[src/cfg_loader_consts.svh]
/*
 * Counts, widths and buffer-kind codes of the setup-word loader.
 * CFG_SEQ_WIDTH must be a power of two, because the offset is split
 * into engine number and window position by bit slicing.
 * CFG_NUM_ENGINES must be at least 2, and CFG_NUM_WORDS may not
 * exceed CFG_SEQ_WIDTH.
 */
`ifndef CFG_LOADER_CONSTS_SVH
`define CFG_LOADER_CONSTS_SVH

// --------------------------------------------------
// Counts and widths
// --------------------------------------------------
`define CFG_NUM_ENGINES 4
`define CFG_SEQ_WIDTH   8
`define CFG_NUM_WORDS   7
`define CFG_DATA_W      32
`define CFG_OFFSET_W    8
`define CFG_FLAGS_W     5
`define CFG_KIND_W      3

// --------------------------------------------------
// Buffer kind codes
// --------------------------------------------------
`define CFG_KIND_NONE         3'd0
`define CFG_KIND_CU_SETUP     3'd1
`define CFG_KIND_ENGINE_SETUP 3'd2
`define CFG_KIND_VERTEX       3'd3
`define CFG_KIND_EDGE         3'd4

`endif

[src/cfg_loader_pkg.sv]
/*
 * Types shared by the loader modules and the testbench.
 * Struct fields are listed MSB first. The array pointer is two data
 * words wide, high half taken from setup word 5.
 */
`include "cfg_loader_consts.svh"

package cfg_loader_pkg;

    // --------------------------------------------------
    // Vector types
    // --------------------------------------------------
    typedef logic [`CFG_DATA_W-1:0]                 data_word_t;
    typedef logic [`CFG_OFFSET_W-1:0]               offset_t;
    typedef logic [$clog2(`CFG_SEQ_WIDTH)-1:0]      seq_pos_t;
    typedef logic [$clog2(`CFG_NUM_ENGINES)-1:0]    engine_id_t;
    typedef logic [`CFG_FLAGS_W-1:0]                mode_flags_t;
    typedef logic [2*`CFG_DATA_W-1:0]               array_ptr_t;

    // --------------------------------------------------
    // Enums
    // --------------------------------------------------
    typedef enum logic [`CFG_KIND_W-1:0] {
        KIND_NONE         = `CFG_KIND_NONE,
        KIND_CU_SETUP     = `CFG_KIND_CU_SETUP,
        KIND_ENGINE_SETUP = `CFG_KIND_ENGINE_SETUP,
        KIND_VERTEX       = `CFG_KIND_VERTEX,
        KIND_EDGE         = `CFG_KIND_EDGE
    } buffer_kind_e;

    typedef enum logic {
        ASM_COLLECT,
        ASM_HOLD
    } asm_state_e;

    // --------------------------------------------------
    // Structs
    // --------------------------------------------------
    typedef struct packed {
        buffer_kind_e kind;
        offset_t      offset;
        data_word_t   data;
    } response_word_t;

    typedef struct packed {
        seq_pos_t   pos;
        data_word_t data;
    } setup_word_t;

    // Flag bits: 0 increment, 1 decrement, 2 sequence, 3 buffer, 4 counter
    typedef struct packed {
        mode_flags_t flags;
        data_word_t  index_start;
        data_word_t  index_end;
        data_word_t  stride;
        array_ptr_t  array_ptr;
        data_word_t  array_size;
    } config_params_t;

    typedef struct packed {
        engine_id_t     engine;
        config_params_t params;
    } config_record_t;

endpackage

[src/response_dispatcher.sv]
/*
 * Purely combinational steering of response words to the assemblers.
 * Words of a non-setup kind or outside all engine windows are consumed
 * at once. A kept word waits for its own assembler and stalls the
 * whole input meanwhile, so words never overtake each other.
 * The offset is used directly as a word index (no address shift).
 */
`include "cfg_loader_consts.svh"

module response_dispatcher (
    input  cfg_loader_pkg::response_word_t    resp,
    input  logic                              resp_valid,
    output logic                              resp_ready,
    output cfg_loader_pkg::setup_word_t       word,
    output logic [`CFG_NUM_ENGINES-1:0]       word_valid,
    input  logic [`CFG_NUM_ENGINES-1:0]       word_ready
);

    localparam int POS_W = $bits(cfg_loader_pkg::seq_pos_t);
    localparam int ENG_W = $bits(cfg_loader_pkg::engine_id_t);

    // First offset past the last engine window
    localparam cfg_loader_pkg::offset_t WIN_LIMIT =
        cfg_loader_pkg::offset_t'(`CFG_NUM_ENGINES * `CFG_SEQ_WIDTH);

    logic                       kind_ok;
    logic                       in_window;
    logic                       keep;
    cfg_loader_pkg::engine_id_t engine;
    cfg_loader_pkg::seq_pos_t   pos;

    // --------------------------------------------------
    // Push filter
    // --------------------------------------------------
    assign kind_ok   = (resp.kind == cfg_loader_pkg::KIND_CU_SETUP) ||
                       (resp.kind == cfg_loader_pkg::KIND_ENGINE_SETUP);
    assign in_window = (resp.offset < WIN_LIMIT);
    assign keep      = kind_ok && in_window;

    // Offset split, upper bits pick the engine
    assign pos    = resp.offset[POS_W-1:0];
    assign engine = resp.offset[POS_W +: ENG_W];

    assign word.pos  = pos;
    assign word.data = resp.data;

    // --------------------------------------------------
    // Steering
    // --------------------------------------------------
    always_comb begin
        for (int e = 0; e < `CFG_NUM_ENGINES; e++) begin
            word_valid[e] = resp_valid && keep &&
                            (engine == cfg_loader_pkg::engine_id_t'(e));
        end
    end

    // Dropped words are swallowed without waiting
    always_comb begin
        if (keep) begin
            resp_ready = word_ready[engine];
        end else begin
            resp_ready = 1'b1;
        end
    end

endmodule

[config.mk]
export PLATFORM = sky130hd
export DESIGN_NAME = response_dispatcher
export DESIGN_NICKNAME = d
export VERILOG_FILES = /design/src/cfg_loader_pkg.sv /design/src/response_dispatcher.sv
export VERILOG_INCLUDE_DIRS = /design/src
export SDC_FILE = /design/constraint.sdc
export NUM_CORES = 1
export LEC_CHECK = 0
export BUFFER_PORTS_ARGS = -buffer_cell sky130_fd_sc_hd__buf_2
export CAP_MARGIN = 5
export CORE_AREA = 5 5 46 48
export DETAILED_ROUTE_END_ITERATION = 6
export DIE_AREA = 0 0 51 53
export GPL_TIMING_DRIVEN = 0
export PLACE_DENSITY = 0.81
export SYNTH_ARGS = -nofsm -noshare
export SYNTH_HDL_FRONTEND = slang
export SYNTH_SLANG_ARGS = --single-unit
[constraint.sdc]
create_clock -name vclk -period 1.7
set_input_delay 0.255 -clock vclk [all_inputs]
set_output_delay 0.255 -clock vclk [all_outputs]
set_load 0.03 [all_outputs]
==> reports/results.tsv <==
metric	value	unit
max_slew.worst_pin.slew	656	ps
dp_hpwl	1.27	mm
leakage	0.418	nW
core	1670	um2
via_per_inst	4.08	
ys_seq_area_frac	0	
final_cell_count_no_fill	118	
portBuffers	53	
hp-class	in2out	
io_pins	88	
die_area	2700	um2
fin_util	0.423	
cp.arrival	1430	ps
finalSetupViolations	0	
place_congestion	0.588	
netlist_area	360	um2
layout_commonest_cell	buf_2	
status	complete, no violations	
layout_min_cycle_time	1680	ps
yosysWarnings	0	
crit_buf_inv	2	
startpoint_type	input pin	
vias	482	
grt_overflow	0	
rows	15	
timing.fmax	594	MHz
powerDensity	331	nW/um2
synthToLayoutAreaGrowth	96.2	%
slowest_stage	or4_4	
drtAntennaViolNets	0	
regArea	0	um2
wl	1.32	mm
layout.nets	151	
synth.avg_cell_area	7.51	um2
postSynthCellCount	48	
drive_gt1_frac	0.931	
grt_usage	0.0760	
layout_common_cells	47 x buf_2, 38 x buf_4, 3 x buf_6	
dp_cells	118	
wl_per_cell	11.2	um
maxCapViolCount	0	
grt_pass1_vias	438	
grt_util_met2	0.144	
nClkBuffers	0	
cp_cell_sequence	buf_2 > or4_4 > or3_1 > buf_6	
hold_violations	0	
fin_crit_sh	0.990	
initial_utilization	0.216	
crit_path_end_kind	output port	
yosys.cell_types.count	11	
grt_max_degree	6	
drt_pass1_iterations	2	
worstPathRequired	1440	ps
seq_cells	0	
grtUsageMet1	0.0903	
path_class	in2out	
relSlewSlack	0.560	
grt_pass1_wl	1.69	mm
grt_busiest_layer	met2	
die_h	53	um
antenna_found_initial	0	
antenna_cells	0	
gr-usage-met3	0.0197	
drt_iter0_drc	2	
drc	0	
rsz0062_at_grt	true	
die_w	51	um
synth_nets	96	
worst_ir_drop_vdd	0.000150	V
cp_top_family	simple AND/OR/NAND/NOR gates	
critPathMaxStageDelay	580	ps
crit_path_max_fanout	5	
slew_viol_final	0	
## metal layers
metal  routed length, um  vias to the layer above
li1                    -                      228
met3                 244                        0
met2                 670                       50
met5                   0                        -
met1                 401                      204
met4                   0                        0
## kinds of logic after synthesis
family,share of synthesized area
buffers and inverters,0.740
AND/OR/NAND/NOR,0.174
multiplexers,0.0625
XOR/XNOR,0.0243
## through the flow
step	hold slack [ps]	total power [mW]	instance area, um2	setup WS, ps	TNS (ps)
finish	761	0.234	707	16.9	0
global route	764	0.247	707	-13.4	-20.9
CTS	762	0.233	683	3.91	0
detailed placement	762	0.232	672	-58.4	-70.6
global placement	762	0.228	672	-45.1	-45.1
floorplan	580	0.173	385	-47.7	-187
## area by class of cell
class                      count  area, um2
fill                         178        963
inverter                       1       3.75
tap                           17       21.3
multi-input combinational     12        128
timing repair buffer          53        292
buffer                        35        263
## power breakdown
| group | switching, mW | leakage [nW] | internal [mW] |
|---|---|---|---|
| logic | 0.134 | 0.418 | 0.101 |
| clock network | 0 | 0 | 0 |
| registers | 0 | 0 | 0 |
## cell usage after synthesis (all sizes together)
cell | count | area share
nand2b | 1 | 0.017
buf | 35 | 0.73
nor2 | 1 | 0.010
nand2 | 2 | 0.021
xnor2 | 1 | 0.024
nor4 | 3 | 0.052
mux4 | 1 | 0.062
inv | 1 | 0.010
or3 | 1 | 0.017
nor4b | 1 | 0.024
or4 | 1 | 0.031
## final timing paths
kind | start | cells after the start | endpoint | slack [ps]
worst min-delay path | resp[24] | 2 | word[24] | 760
worst max-delay path | resp[37] | 4 | resp_ready | 20
## timing repair
action | CTS | global route
pin swaps | 2 | 0
endpoints found under the setup margin | 3 | 5
hold buffers | 0 | 0
setup buffers | 0 | 0
resized for setup | 4 | 9
Note: power is estimated with default switching activity, not from simulation.
