`src/cfg_loader_consts.svh`:
```
/*
 * Counts, widths and buffer-kind codes of the setup-word loader.
 * CFG_SEQ_WIDTH must be a power of two, because the offset is split
 * into engine number and window position by bit slicing.
 * CFG_NUM_ENGINES must be at least 2, and CFG_NUM_WORDS may not
 * exceed CFG_SEQ_WIDTH.
 */
`ifndef CFG_LOADER_CONSTS_SVH
`define CFG_LOADER_CONSTS_SVH

// --------------------------------------------------
// Counts and widths
// --------------------------------------------------
`define CFG_NUM_ENGINES 4
`define CFG_SEQ_WIDTH   8
`define CFG_NUM_WORDS   7
`define CFG_DATA_W      32
`define CFG_OFFSET_W    8
`define CFG_FLAGS_W     5
`define CFG_KIND_W      3

// --------------------------------------------------
// Buffer kind codes
// --------------------------------------------------
`define CFG_KIND_NONE         3'd0
`define CFG_KIND_CU_SETUP     3'd1
`define CFG_KIND_ENGINE_SETUP 3'd2
`define CFG_KIND_VERTEX       3'd3
`define CFG_KIND_EDGE         3'd4

`endif

```
`src/cfg_loader_pkg.sv`:
```
/*
 * Types shared by the loader modules and the testbench.
 * Struct fields are listed MSB first. The array pointer is two data
 * words wide, high half taken from setup word 5.
 */
`include "cfg_loader_consts.svh"

package cfg_loader_pkg;

    // --------------------------------------------------
    // Vector types
    // --------------------------------------------------
    typedef logic [`CFG_DATA_W-1:0]                 data_word_t;
    typedef logic [`CFG_OFFSET_W-1:0]               offset_t;
    typedef logic [$clog2(`CFG_SEQ_WIDTH)-1:0]      seq_pos_t;
    typedef logic [$clog2(`CFG_NUM_ENGINES)-1:0]    engine_id_t;
    typedef logic [`CFG_FLAGS_W-1:0]                mode_flags_t;
    typedef logic [2*`CFG_DATA_W-1:0]               array_ptr_t;

    // --------------------------------------------------
    // Enums
    // --------------------------------------------------
    typedef enum logic [`CFG_KIND_W-1:0] {
        KIND_NONE         = `CFG_KIND_NONE,
        KIND_CU_SETUP     = `CFG_KIND_CU_SETUP,
        KIND_ENGINE_SETUP = `CFG_KIND_ENGINE_SETUP,
        KIND_VERTEX       = `CFG_KIND_VERTEX,
        KIND_EDGE         = `CFG_KIND_EDGE
    } buffer_kind_e;

    typedef enum logic {
        ASM_COLLECT,
        ASM_HOLD
    } asm_state_e;

    // --------------------------------------------------
    // Structs
    // --------------------------------------------------
    typedef struct packed {
        buffer_kind_e kind;
        offset_t      offset;
        data_word_t   data;
    } response_word_t;

    typedef struct packed {
        seq_pos_t   pos;
        data_word_t data;
    } setup_word_t;

    // Flag bits: 0 increment, 1 decrement, 2 sequence, 3 buffer, 4 counter
    typedef struct packed {
        mode_flags_t flags;
        data_word_t  index_start;
        data_word_t  index_end;
        data_word_t  stride;
        array_ptr_t  array_ptr;
        data_word_t  array_size;
    } config_params_t;

    typedef struct packed {
        engine_id_t     engine;
        config_params_t params;
    } config_record_t;

endpackage

```
`src/config_assembler.sv`:
```
/*
 * Collects the setup words of one engine into a configuration record.
 * Words must arrive in position order starting at position 0.
 * A position-0 word always starts a new record; any other word at an
 * unexpected position is dropped. No new words are taken while a
 * finished record waits for the arbiter.
 */
`include "cfg_loader_consts.svh"

module config_assembler (
    input  logic                           ap_clk,
    input  logic                           rst_n,
    input  cfg_loader_pkg::setup_word_t    word,
    input  logic                           word_valid,
    output logic                           word_ready,
    output cfg_loader_pkg::config_params_t params,
    output logic                           params_valid,
    input  logic                           params_ready
);

    localparam int N = `CFG_NUM_WORDS;

    // Word positions within the window
    localparam cfg_loader_pkg::seq_pos_t POS_FLAGS     = 0;
    localparam cfg_loader_pkg::seq_pos_t POS_IDX_START = 1;
    localparam cfg_loader_pkg::seq_pos_t POS_IDX_END   = 2;
    localparam cfg_loader_pkg::seq_pos_t POS_STRIDE    = 3;
    localparam cfg_loader_pkg::seq_pos_t POS_PTR_LO    = 4;
    localparam cfg_loader_pkg::seq_pos_t POS_PTR_HI    = 5;
    localparam cfg_loader_pkg::seq_pos_t POS_SIZE      = 6;

    localparam logic [N-1:0] POS_FIRST = 1;

    cfg_loader_pkg::asm_state_e state;
    logic [N-1:0]               pos_oh;
    logic [N-1:0]               pos_dec;
    logic [N-1:0]               eff_oh;
    logic [N-1:0]               next_oh;
    logic                       hit;
    logic                       take;
    logic                       last;

    assign word_ready   = (state == cfg_loader_pkg::ASM_COLLECT);
    assign params_valid = (state == cfg_loader_pkg::ASM_HOLD);

    // --------------------------------------------------
    // Position match
    // --------------------------------------------------
    always_comb begin
        for (int i = 0; i < N; i++) begin
            pos_dec[i] = (word.pos == cfg_loader_pkg::seq_pos_t'(i));
        end
    end

    // Position 0 restarts, so it is always expected
    assign eff_oh  = pos_dec[0] ? POS_FIRST : pos_oh;
    assign hit     = |(pos_dec & eff_oh);
    assign take    = word_valid && word_ready && hit;
    assign last    = eff_oh[N-1];
    assign next_oh = {eff_oh[N-2:0], eff_oh[N-1]};

    // --------------------------------------------------
    // Control FSM
    // --------------------------------------------------
    always_ff @(posedge ap_clk) begin
        if (!rst_n) begin
            state  <= cfg_loader_pkg::ASM_COLLECT;
            pos_oh <= POS_FIRST;
        end else begin
            case (state)
                cfg_loader_pkg::ASM_COLLECT: begin
                    if (take) begin
                        // Rotation wraps back to position 0 on the last word
                        pos_oh <= next_oh;
                        if (last) begin
                            state <= cfg_loader_pkg::ASM_HOLD;
                        end
                    end
                end
                cfg_loader_pkg::ASM_HOLD: begin
                    if (params_ready) begin
                        state <= cfg_loader_pkg::ASM_COLLECT;
                    end
                end
                default: begin
                    state <= cfg_loader_pkg::ASM_COLLECT;
                end
            endcase
        end
    end

    // --------------------------------------------------
    // Field packing
    // --------------------------------------------------
    always_ff @(posedge ap_clk) begin
        if (take) begin
            case (word.pos)
                POS_FLAGS:     params.flags <= word.data[`CFG_FLAGS_W-1:0];
                POS_IDX_START: params.index_start <= word.data;
                POS_IDX_END:   params.index_end <= word.data;
                POS_STRIDE:    params.stride <= word.data;
                POS_PTR_LO:    params.array_ptr[`CFG_DATA_W-1:0] <= word.data;
                POS_PTR_HI:    params.array_ptr[2*`CFG_DATA_W-1:`CFG_DATA_W] <= word.data;
                POS_SIZE:      params.array_size <= word.data;
                default: begin
                end
            endcase
        end
    end

endmodule

```
`config.mk`:
```
export PLATFORM = sky130hd
export DESIGN_NAME = config_assembler
export DESIGN_NICKNAME = d
export VERILOG_FILES = /design/src/cfg_loader_pkg.sv /design/src/config_assembler.sv
export VERILOG_INCLUDE_DIRS = /design/src
export SDC_FILE = /design/constraint.sdc
export NUM_CORES = 1
export LEC_CHECK = 0
export BUFFER_PORTS_ARGS = -buffer_cell sky130_fd_sc_hd__buf_2
export CAP_MARGIN = 10
export CORE_MARGIN = 2
export CORE_UTILIZATION = 52
export CTS_CLUSTER_SIZE = 16
export DETAILED_ROUTE_END_ITERATION = 12
export PLACE_DENSITY = 0.83
export SETUP_SLACK_MARGIN = 0.3
export SLEW_MARGIN = 20
export SYNTH_ARGS = -nofsm -noshare
export SYNTH_HDL_FRONTEND = slang
export SYNTH_SLANG_ARGS = --single-unit
export TNS_END_PERCENT = 10
```
`constraint.sdc`:
```
create_clock -name ap_clk -period 5.75 [get_ports ap_clk]
set_input_delay 0.2875 -clock ap_clk [delete_from_list [all_inputs] [get_ports ap_clk]]
set_output_delay 0.2875 -clock ap_clk [all_outputs]
set_load 0.01 [all_outputs]
```
==> results.sh, run 1 <==
export IMPL_grt_pass1_wl_um=19100
export IMPL_switching_power_uw=545
export IMPL_worstPathRequired_ns=5.91
export IMPL_period_minus_slack_ns=2.52
export IMPL_reg2reg_slack_ns=3.23
export IMPL_diodes=0
export IMPL_cp_arrival_ns=2.68
export IMPL_synthToLayoutAreaGrowth_pct=31.9
export IMPL_cts_resized=0
export IMPL_max_freq_mhz=396
export IMPL_firstDrtPassIters=4
export IMPL_place_congestion=0.928
export IMPL_dpl_worst_slack_ns=2.99
export IMPL_cts_tree="built"
export IMPL_drt_total_wl_um=13600
export IMPL_crit_slowest_cell="nor3_4"
export IMPL_critPathBufInv=2
export IMPL_vias=3456
export IMPL_slew_headroom_pct=31.6
export IMPL_cp_max_fo=18
export IMPL_fillCellCount=770
export IMPL_clk_pin_slew_ns=0.06
export IMPL_max_cap_violations=0
export IMPL_hold_viol=0
export IMPL_crit_chain="inv_1 -> o32ai_4 -> o21ai_4 -> nor3_4 -> buf_4"
export IMPL_pwr_share_seq_pct=55.6
export IMPL_end_kind="flop"
export IMPL_layout_drive_gt1_share_pct=52.9
export IMPL_grt_max_degree=33
export IMPL_syn_avg_cell_area_sq_um=25.0
export IMPL_clock_skew_ns=0.00763
export IMPL_synthCells=261
export IMPL_core_sq_mm=0.0121
export IMPL_grt_setup_unrepaired="no"
export IMPL_numCtsBuffers=20
export IMPL_postCtsSetupRepairBufs=0
export IMPL_dieHeight_um=116
export IMPL_hp_class="in2reg"
export IMPL_slew_viol_final=0
export IMPL_synth_seq_area_share_pct=93.2
export IMPL_peakVddDrop_mv=0.178
export IMPL_first_global_vias=3341
export IMPL_critPathKind="reg2reg"
export IMPL_setup_slack_ns=3.23
export IMPL_wl_per_cell_um=19.3
export IMPL_clock_latency_ns=0.47
export IMPL_cp_top_family="simple AND/OR/NAND/NOR gates"
export IMPL_ctsHoldBuffers=0
export IMPL_post_route_drc_count=0
export IMPL_synth_cell_types=35
export IMPL_vias_per_cell=4.93
export IMPL_holdWs_ns=0.0562
export IMPL_hpwl_um=9070
export IMPL_htree_levels=1
export IMPL_clkPwrFrac_pct=42.3
export IMPL_period_share_pct=43.9
export IMPL_initial_core_util_pct=53.8
export IMPL_setup_viol=0
export IMPL_drt_iter0_markers=241
export IMPL_ys_warnings_count=0
export IMPL_postPlaceCellArea_sq_mm=0.00795
export IMPL_clock_sinks=205
export IMPL_p_per_area_mw_per_mm2=344
export IMPL_status="finished clean"
export IMPL_p_leak_uw=0.00325
export IMPL_numPortBuffers=237
export IMPL_root_buffer="clkbuf_16"
export IMPL_rows=40
export IMPL_cts_buffer_depth=3
export IMPL_fin_nets=558
export IMPL_globalRouteOverflowTotal=0
export IMPL_worst_pin_slew_ns=1.02
export IMPL_ant_nets=0
export IMPL_fin_area_sq_mm=0.00860
export IMPL_synthesis_area_sq_mm=0.00652
export IMPL_antenna_found_initial=0
export IMPL_synth_seq_cells=205
export IMPL_cp_start_kind="flop"
export IMPL_synth_fp_nets=300
export IMPL_internal_power_uw=2420
export IMPL_cp_slowest_stage_delay_ns=0.76
export IMPL_power_frac_comb_pct=2.1
export IMPL_setup_tns_ns=0
export IMPL_grt_usage_pct=19.1
export IMPL_die_area_sq_mm=0.0135
export IMPL_dieWidth_um=116
export IMPL_p_sw_share_pct=18.4
export IMPL_pin_count=238
## cell families after synthesis
| group | synth area share [%] |
|---|---|
| AO/OA/AOI/OAI | 2.09 |
| buffers and inverters | 0.595 |
| flip-flops | 93.2 |
| multiplexers | 0.959 |
| AND/OR/NAND/NOR | 3.19 |
## per-stage QoR
stage | cells | total power [uW] | utilization (%)
after floorplan | 261 | 1700 | -
after global placement | 665 | 1740 | 65.7
after detailed placement | 665 | 1740 | 65.7
after CTS | 701 | 2980 | 71.0
after global routing | 701 | 3050 | 71.0
final | 701 | 2960 | 71.0
## flip-flops by register name, indices dropped and copies added (netlist names)
register / count
params_valid: 1
pos_oh: 7
params: 197
## power groups by stage
stage | sequential (uW) | combinational [uW] | clock, uW
after floorplan | 1680 | 16.5 | 0
after global placement | 1680 | 59.5 | 0
after detailed placement | 1680 | 62.9 | 0
after CTS | 1650 | 63.1 | 1270
after global routing | 1650 | 68.4 | 1330
final | 1650 | 62.8 | 1250
## cell usage in the layout (no fill, tap or decap), drive strengths merged
| cell type | instances |
|---|---|
| buf | 240 |
| o22ai | 1 |
| clkinv | 10 |
| or2b | 2 |
| o32ai | 1 |
| inv | 3 |
| or3 | 1 |
| and2b | 2 |
| o211ai | 2 |
| clkbuf | 23 |
| nand2 | 7 |
| nor3b | 1 |
| and3b | 1 |
| dfxtp | 8 |
| o21ai | 2 |
| edfxtp | 197 |
| a21boi | 1 |
| o2111ai | 1 |
| mux2i | 5 |
| and3 | 1 |
| o31a | 1 |
| nand4b | 2 |
| nand2b | 2 |
| or2 | 1 |
| o211a | 1 |
| clkinvlp | 1 |
| nor2 | 3 |
| nand3 | 6 |
| o21a | 1 |
| a21oi | 1 |
| nor3 | 3 |
| bufinv | 2 |
## final cells by class
type                    instances  area [sq um]  share of cell area (%)
clock buffers                  23           533                    6.20
clock inverters                13           113                    1.31
inverters                       3          11.3                   0.131
multi-input cells              49           448                    5.21
flip-flops and latches        205          6080                    70.7
well taps                     168           210                    2.44
repair buffers                240          1210                    14.1
## metal layers
layer  GRT usage, %  share of wire, %  vias up
met5              0                 0        -
met2           32.6                51      194
met1           24.3                38     1673
met3           4.71               8.8       33
li1               -                 -     1556
met4           6.51               2.7        0
## Yosys cell counts
master / instances / area share (%)
a21boi_1: 1 / 0.12
a21oi_1: 1 / 0.077
and2b_1: 2 / 0.23
and3_4: 1 / 0.17
and3b_1: 1 / 0.13
buf_2: 1 / 0.077
buf_6: 1 / 0.17
clkbuf_1: 1 / 0.058
clkbuf_4: 1 / 0.12
dfxtp_1: 8 / 2.5
edfxtp_1: 197 / 91
inv_1: 3 / 0.17
mux2i_1: 4 / 0.61
mux2i_4: 1 / 0.35
nand2_1: 7 / 0.40
nand2b_1: 1 / 0.096
nand2b_4: 1 / 0.21
nand3_1: 6 / 0.46
nand4b_1: 2 / 0.27
nor2_1: 3 / 0.17
nor3_2: 3 / 0.46
nor3b_1: 1 / 0.12
o2111ai_1: 1 / 0.13
o211a_1: 1 / 0.15
o211ai_1: 1 / 0.12
o211ai_4: 1 / 0.33
o21a_2: 1 / 0.13
o21ai_2: 1 / 0.13
o21ai_4: 1 / 0.25
o22ai_1: 1 / 0.096
o31a_1: 1 / 0.13
o32ai_4: 1 / 0.42
or2_4: 1 / 0.13
or2b_1: 2 / 0.23
or3_1: 1 / 0.096
## worst paths after layout
| path | from | endpoint | cells after the start |
|---|---|---|---|
| max | pos_oh[1]$_SDFFE_PN0P_ | params[149]$_DFFE_PP_ | 5 |
| min reg2reg | pos_oh[4]$_SDFFE_PN0P_ | pos_oh[4]$_SDFFE_PN0P_ | 2 |
| min | word[13] | params[109]$_DFFE_PP_ | 1 |
| max reg2reg | pos_oh[1]$_SDFFE_PN0P_ | params[149]$_DFFE_PP_ | 5 |
(Power assumes the default switching activity.)
==> run 2: changes to the inputs <==
--- a/config.mk
+++ b/config.mk
@@ -9,10 +9,10 @@
 export BUFFER_PORTS_ARGS = -buffer_cell sky130_fd_sc_hd__buf_2
 export CAP_MARGIN = 10
 export CORE_MARGIN = 2
-export CORE_UTILIZATION = 52
+export CORE_UTILIZATION = 44
 export CTS_CLUSTER_SIZE = 16
 export DETAILED_ROUTE_END_ITERATION = 12
-export PLACE_DENSITY = 0.83
+export PLACE_DENSITY = 0.75
 export SETUP_SLACK_MARGIN = 0.3
 export SLEW_MARGIN = 20
 export SYNTH_ARGS = -nofsm -noshare
==> constraint.sdc (replaced) <==
create_clock -name ap_clk -period 2 [get_ports ap_clk]
set_input_delay 0.1 -clock ap_clk [delete_from_list [all_inputs] [get_ports ap_clk]]
set_output_delay 0.1 -clock ap_clk [all_outputs]
set_load 0.01 [all_outputs]
==> results.sh, run 2 (same netlist as run 1, synthesis figures left out) <==
export IMPL_final_common_cell="buf_2"
export IMPL_place_congestion=0.813
export IMPL_setup_viol=0
export IMPL_cp_arrival_ns=1.87
export IMPL_setup_slack_ns=0.319
export IMPL_clock_sinks=205
export IMPL_cts_tree="built"
export IMPL_die_area_sq_mm=0.0158
export IMPL_clkPwrFrac_pct=44.5
export IMPL_cp_start_kind="flop"
export IMPL_grt_pass1_wl_um=21400
export IMPL_period_share_pct=84.0
export IMPL_globalRouteOverflowTotal=0
export IMPL_p_sw_share_pct=18.8
export IMPL_layout_drive_gt1_share_pct=52.4
export IMPL_hpwl_um=9540
export IMPL_antenna_found_initial=0
export IMPL_switching_power_uw=1690
export IMPL_status="finished clean"
export IMPL_grt_setup_unrepaired="yes"
export IMPL_worstPathRequired_ns=2.19
export IMPL_synthToLayoutAreaGrowth_pct=42.6
export IMPL_slew_viol_final=0
export IMPL_final_util_pct=64.0
export IMPL_wl_per_cell_um=19.6
export IMPL_root_buffer="clkbuf_16"
export IMPL_clk_pin_slew_ns=0.06
export IMPL_largest_register="params"
export IMPL_cts_buffer_depth=3
export IMPL_initial_core_util_pct=44.9
export IMPL_clock_latency_ns=0.49
export IMPL_fillCellCount=1027
export IMPL_peakVddDrop_mv=0.675
export IMPL_final_cell_mix="buf_2 (237), edfxtp_1 (197), dlygate4sd3_1 (34)"
export IMPL_diodes=0
export IMPL_reg2reg_slack_ns=0.32
export IMPL_numCtsBuffers=21
export IMPL_htree_levels=1
export IMPL_crit_slowest_cell="dfxtp_2"
export IMPL_core_sq_mm=0.0145
export IMPL_dieWidth_um=126
export IMPL_p_leak_uw=0.00353
export IMPL_hp_class="in2reg"
export IMPL_power_frac_comb_pct=2.7
export IMPL_grt_max_degree=33
export IMPL_cp_max_fo=16
export IMPL_ant_nets=0
export IMPL_dpl_worst_slack_ns=0.161
export IMPL_critPathKind="reg2reg"
export IMPL_worst_pin_slew_ns=0.360
export IMPL_post_route_drc_count=0
export IMPL_first_global_vias=3637
export IMPL_internal_power_uw=7290
export IMPL_period_minus_slack_ns=1.68
export IMPL_drt_iter0_markers=246
export IMPL_pin_count=238
export IMPL_fin_nets=606
export IMPL_postPlaceCellArea_sq_mm=0.00810
export IMPL_max_cap_violations=0
export IMPL_p_per_area_mw_per_mm2=966
export IMPL_max_freq_mhz=595
export IMPL_rows=44
export IMPL_cp_top_family="simple AND/OR/NAND/NOR gates"
export IMPL_slew_headroom_pct=76.0
export IMPL_crit_chain="and2b_1 -> o211ai_4 -> nand3_4 -> nor2_4 -> clkbuf_16"
export IMPL_end_kind="flop"
export IMPL_vias=3705
export IMPL_numPortBuffers=237
export IMPL_largest_reg_flops=197
export IMPL_drt_total_wl_um=15000
export IMPL_clock_skew_ns=0.0154
export IMPL_critPathBufInv=1
export IMPL_hold_viol=0
export IMPL_cp_slowest_stage_delay_ns=0.34
export IMPL_firstDrtPassIters=4
export IMPL_pwr_share_seq_pct=52.7
export IMPL_grt_usage_pct=17.7
export IMPL_dieHeight_um=126
export IMPL_fin_area_sq_mm=0.00930
export IMPL_vias_per_cell=4.85
## run 2: path summary, 6_finish.rpt
path / start / end / cells past startpoint
hold / removal: word_valid / params[194]$_DFFE_PP_ / 3
setup reg to reg: pos_oh[4]$_SDFFE_PN0P_ / params[35]$_DFFE_PP_ / 5
setup / recovery: pos_oh[4]$_SDFFE_PN0P_ / params[35]$_DFFE_PP_ / 5
hold reg to reg: pos_oh[4]$_SDFFE_PN0P_ / pos_oh[4]$_SDFFE_PN0P_ / 2
## run 2: worst reg2reg max path, stage by stage, from the launching register on
cell and delay [ns]:
dfxtp_2 0.34, and2b_1 0.20, o211ai_4 0.24, nand3_4 0.15, nor2_4 0.23, clkbuf_16 0.23
## run 2: cell type report
class	instances	area, sq um	area share (%)
Clock inverter	14	189	2.03
Clock buffer	22	529	5.69
Multi-Input combinational cell	49	462	4.96
Timing Repair Buffer	287	1800	19.4
Tap cell	184	230	2.48
Sequential cell	205	6080	65.3
Inverter	3	11.3	0.121
## run 2: power by group through the flow
stage,clock [uW],combinational (uW),sequential (uW)
after floorplan,0,53.6,4840
after global placement,0,178,4830
after detailed placement,0,189,4830
after CTS,4100,244,4740
after global routing,4270,266,4740
final,4000,247,4740
## run 2: per-layer routing
layer / wire [um] / vias up / track usage, %
met5: 0 / - / 0
met4: 279 / 0 / 5.30
met3: 1390 / 23 / 5.10
met2: 7340 / 196 / 29.1
met1: 5940 / 1831 / 23.3
li1: - / 1655 / -
## run 2: per-stage QoR
step | TNS (ns) | power (uW) | hold slack [ns] | instances
after global routing | 0 | 9270 | 0.154 | 764
after detailed placement | 0 | 5020 | 0.354 | 686
after floorplan | -14.72 | 4900 | 0.199 | 261
after global placement | 0 | 5010 | 0.340 | 686
final | 0 | 8980 | 0.160 | 764
after CTS | 0 | 9080 | 0.140 | 761
## run 2: what timing repair did
action | CTS | global route
pin swaps | 4 | 4
hold endpoints to repair | 205 | 0
gates resized for setup | 1 | 3
buffers inserted | 4 | 1
hold buffers | 34 | 0
setup endpoints to repair | 192 | 192
cloned | 1 | 2
==> run 3: changes to the inputs <==
--- a/config.mk
+++ b/config.mk
@@ -9,10 +9,10 @@
 export BUFFER_PORTS_ARGS = -buffer_cell sky130_fd_sc_hd__buf_2
 export CAP_MARGIN = 10
 export CORE_MARGIN = 2
-export CORE_UTILIZATION = 44
+export CORE_UTILIZATION = 49
 export CTS_CLUSTER_SIZE = 16
 export DETAILED_ROUTE_END_ITERATION = 12
-export PLACE_DENSITY = 0.75
+export PLACE_DENSITY = 0.79
 export SETUP_SLACK_MARGIN = 0.3
 export SLEW_MARGIN = 20
 export SYNTH_ARGS = -nofsm -noshare
==> constraint.sdc (replaced) <==
create_clock -name ap_clk -period 1.7 [get_ports ap_clk]
set_input_delay 0.085 -clock ap_clk [delete_from_list [all_inputs] [get_ports ap_clk]]
set_output_delay 0.085 -clock ap_clk [all_outputs]
set_load 0.01 [all_outputs]
==> results.sh, run 3 (same netlist as run 1, synthesis figures left out) <==
export IMPL_peakVddDrop_mv=0.873
export IMPL_setup_viol=0
export IMPL_startpoint="pos_oh[4]$_SDFFE_PN0P_"
export IMPL_p_leak_uw=0.00355
export IMPL_cts_tree="built"
export IMPL_status="finished clean"
export IMPL_vias=3690
export IMPL_cp_arrival_ns=1.87
export IMPL_end_kind="flop"
export IMPL_globalRouteOverflowTotal=0
export IMPL_total_power_uw=10000
export IMPL_timing_rr_start="pos_oh[4]$_SDFFE_PN0P_"
export IMPL_initial_core_util_pct=49.6
export IMPL_reg2reg_slack_ns=0.008
export IMPL_vias_per_cell=4.82
export IMPL_period_share_pct=99.5
export IMPL_largest_register="params"
export IMPL_layout_drive_gt1_share_pct=52.8
export IMPL_hold_viol=0
export IMPL_largest_reg_flops=197
export IMPL_fin_area_sq_mm=0.00931
export IMPL_htree_levels=1
export IMPL_p_per_area_mw_per_mm2=1080
export IMPL_diodes=0
export IMPL_slew_viol_final=0
export IMPL_die_area_sq_mm=0.0142
export IMPL_dieHeight_um=119
export IMPL_first_global_vias=3654
export IMPL_wl_per_cell_um=18.9
export IMPL_cp_max_fo=15
export IMPL_clk_pin_slew_ns=0.06
export IMPL_worst_pin_slew_ns=0.275
export IMPL_period_minus_slack_ns=1.69
export IMPL_drt_iter0_markers=209
export IMPL_root_buffer="clkbuf_16"
export IMPL_antenna_found_initial=0
export IMPL_max_cap_violations=0
export IMPL_fin_nets=614
export IMPL_clock_latency_ns=0.47
export IMPL_fillCellCount=843
export IMPL_hpwl_um=9240
export IMPL_worstPathRequired_ns=1.88
export IMPL_postPlaceCellArea_sq_mm=0.00821
export IMPL_rr_worst_depth=6
export IMPL_clock_skew_ns=0.00847
export IMPL_setup_tns_ns=0
export IMPL_core_sq_mm=0.0131
export IMPL_cts_buffer_depth=3
export IMPL_post_route_drc_count=0
export IMPL_multiInputGateArea_sq_um=462
export IMPL_dieWidth_um=119
export IMPL_grt_pass1_wl_um=20400
export IMPL_synthToLayoutAreaGrowth_pct=42.7
export IMPL_rows=42
export IMPL_crit_end="params[97]$_DFFE_PP_"
export IMPL_hp_class="in2reg"
export IMPL_final_common_cell="buf_2"
export IMPL_pin_count=238
export IMPL_critPathKind="reg2reg"
export IMPL_seqCellArea_sq_mm=0.00608
export IMPL_firstDrtPassIters=4
export IMPL_drt_total_wl_um=14500
export IMPL_grt_usage_pct=18.9
export IMPL_grt_max_degree=33
export IMPL_r2r_end="params[97]$_DFFE_PP_"
export IMPL_max_freq_mhz=591
export IMPL_ant_nets=0
export IMPL_clock_sinks=205
export IMPL_place_congestion=0.815
export IMPL_grt_setup_unrepaired="yes"
export IMPL_numPortBuffers=237
export IMPL_slew_headroom_pct=81.6
export IMPL_final_cell_mix="buf_2 (237), edfxtp_1 (197), dlygate4sd3_1 (34)"
export IMPL_numCtsBuffers=20
export IMPL_cp_start_kind="flop"
run 3: final cells by class:
type	count	area share, %
Clock inverter	11	1.02
Timing Repair Buffer	296	20.4
Multi-Input combinational cell	49	4.96
Clock buffer	25	5.81
Tap cell	176	2.37
Inverter	3	0.121
Sequential cell	205	65.3
run 3: worst max-delay path, stage by stage, from the launching register on:
cell       delay, ns
dfxtp_2         0.33
and2b_1         0.20
o211ai_4        0.24
o21ai_4         0.13
nor3_4          0.16
buf_12          0.14
clkbuf_16       0.19
run 3: how the worst min path moves through the flow:
stage,start,endpoint,slack [ns],cells after the start
after floorplan,word[0],params[0]$_DFFE_PP_,0.18,0
after global placement,word[8],params[136]$_DFFE_PP_,0.33,1
after detailed placement,word[31],params[159]$_DFFE_PP_,0.33,1
after CTS,word[33],pos_oh[4]$_SDFFE_PN0P_,0.13,4
after global routing,word[33],pos_oh[4]$_SDFFE_PN0P_,0.16,4
final,word[33],pos_oh[4]$_SDFFE_PN0P_,0.14,4
run 3: per-layer routing:
layer  part of all wire, %  vias up  global-route usage (%)
met5                     0        -                       0
met1                    39     1812                    24.0
met2                    51      175                    33.5
li1                      -     1675                       -
met3                   6.7       28                    3.59
met4                   2.3        0                    4.93
run 3: repair_timing:
item                                    CTS  global route
hold buffers                             34             0
hold endpoints to repair                205             0
pin swaps                                 1             2
endpoints found under the setup margin  194           196
resized for setup                         0             7
gates cloned                              0             3
setup buffers                             0             2
run 3: per-stage QoR:
step / setup slack (ns) / cells / utilization [%] / hold slack (ns)
after global placement: 0.00879 / 690 / 62.5 / 0.329
after detailed placement: -0.0192 / 690 / 62.5 / 0.334
final: 0.00825 / 765 / 70.8 / 0.142
after floorplan: -0.453 / 261 / - / 0.184
after CTS: 0.0146 / 760 / 69.9 / 0.135
after global routing: -0.0503 / 765 / 70.8 / 0.156
run 3: power breakdown:
group,leakage (uW),total (uW),switching [uW],internal (uW)
clock network,0.000314,4160,1730,2430
logic,0.00140,299,163,136
registers,0.00184,5570,8.24,5560
total,0.00355,10000,1900,8130
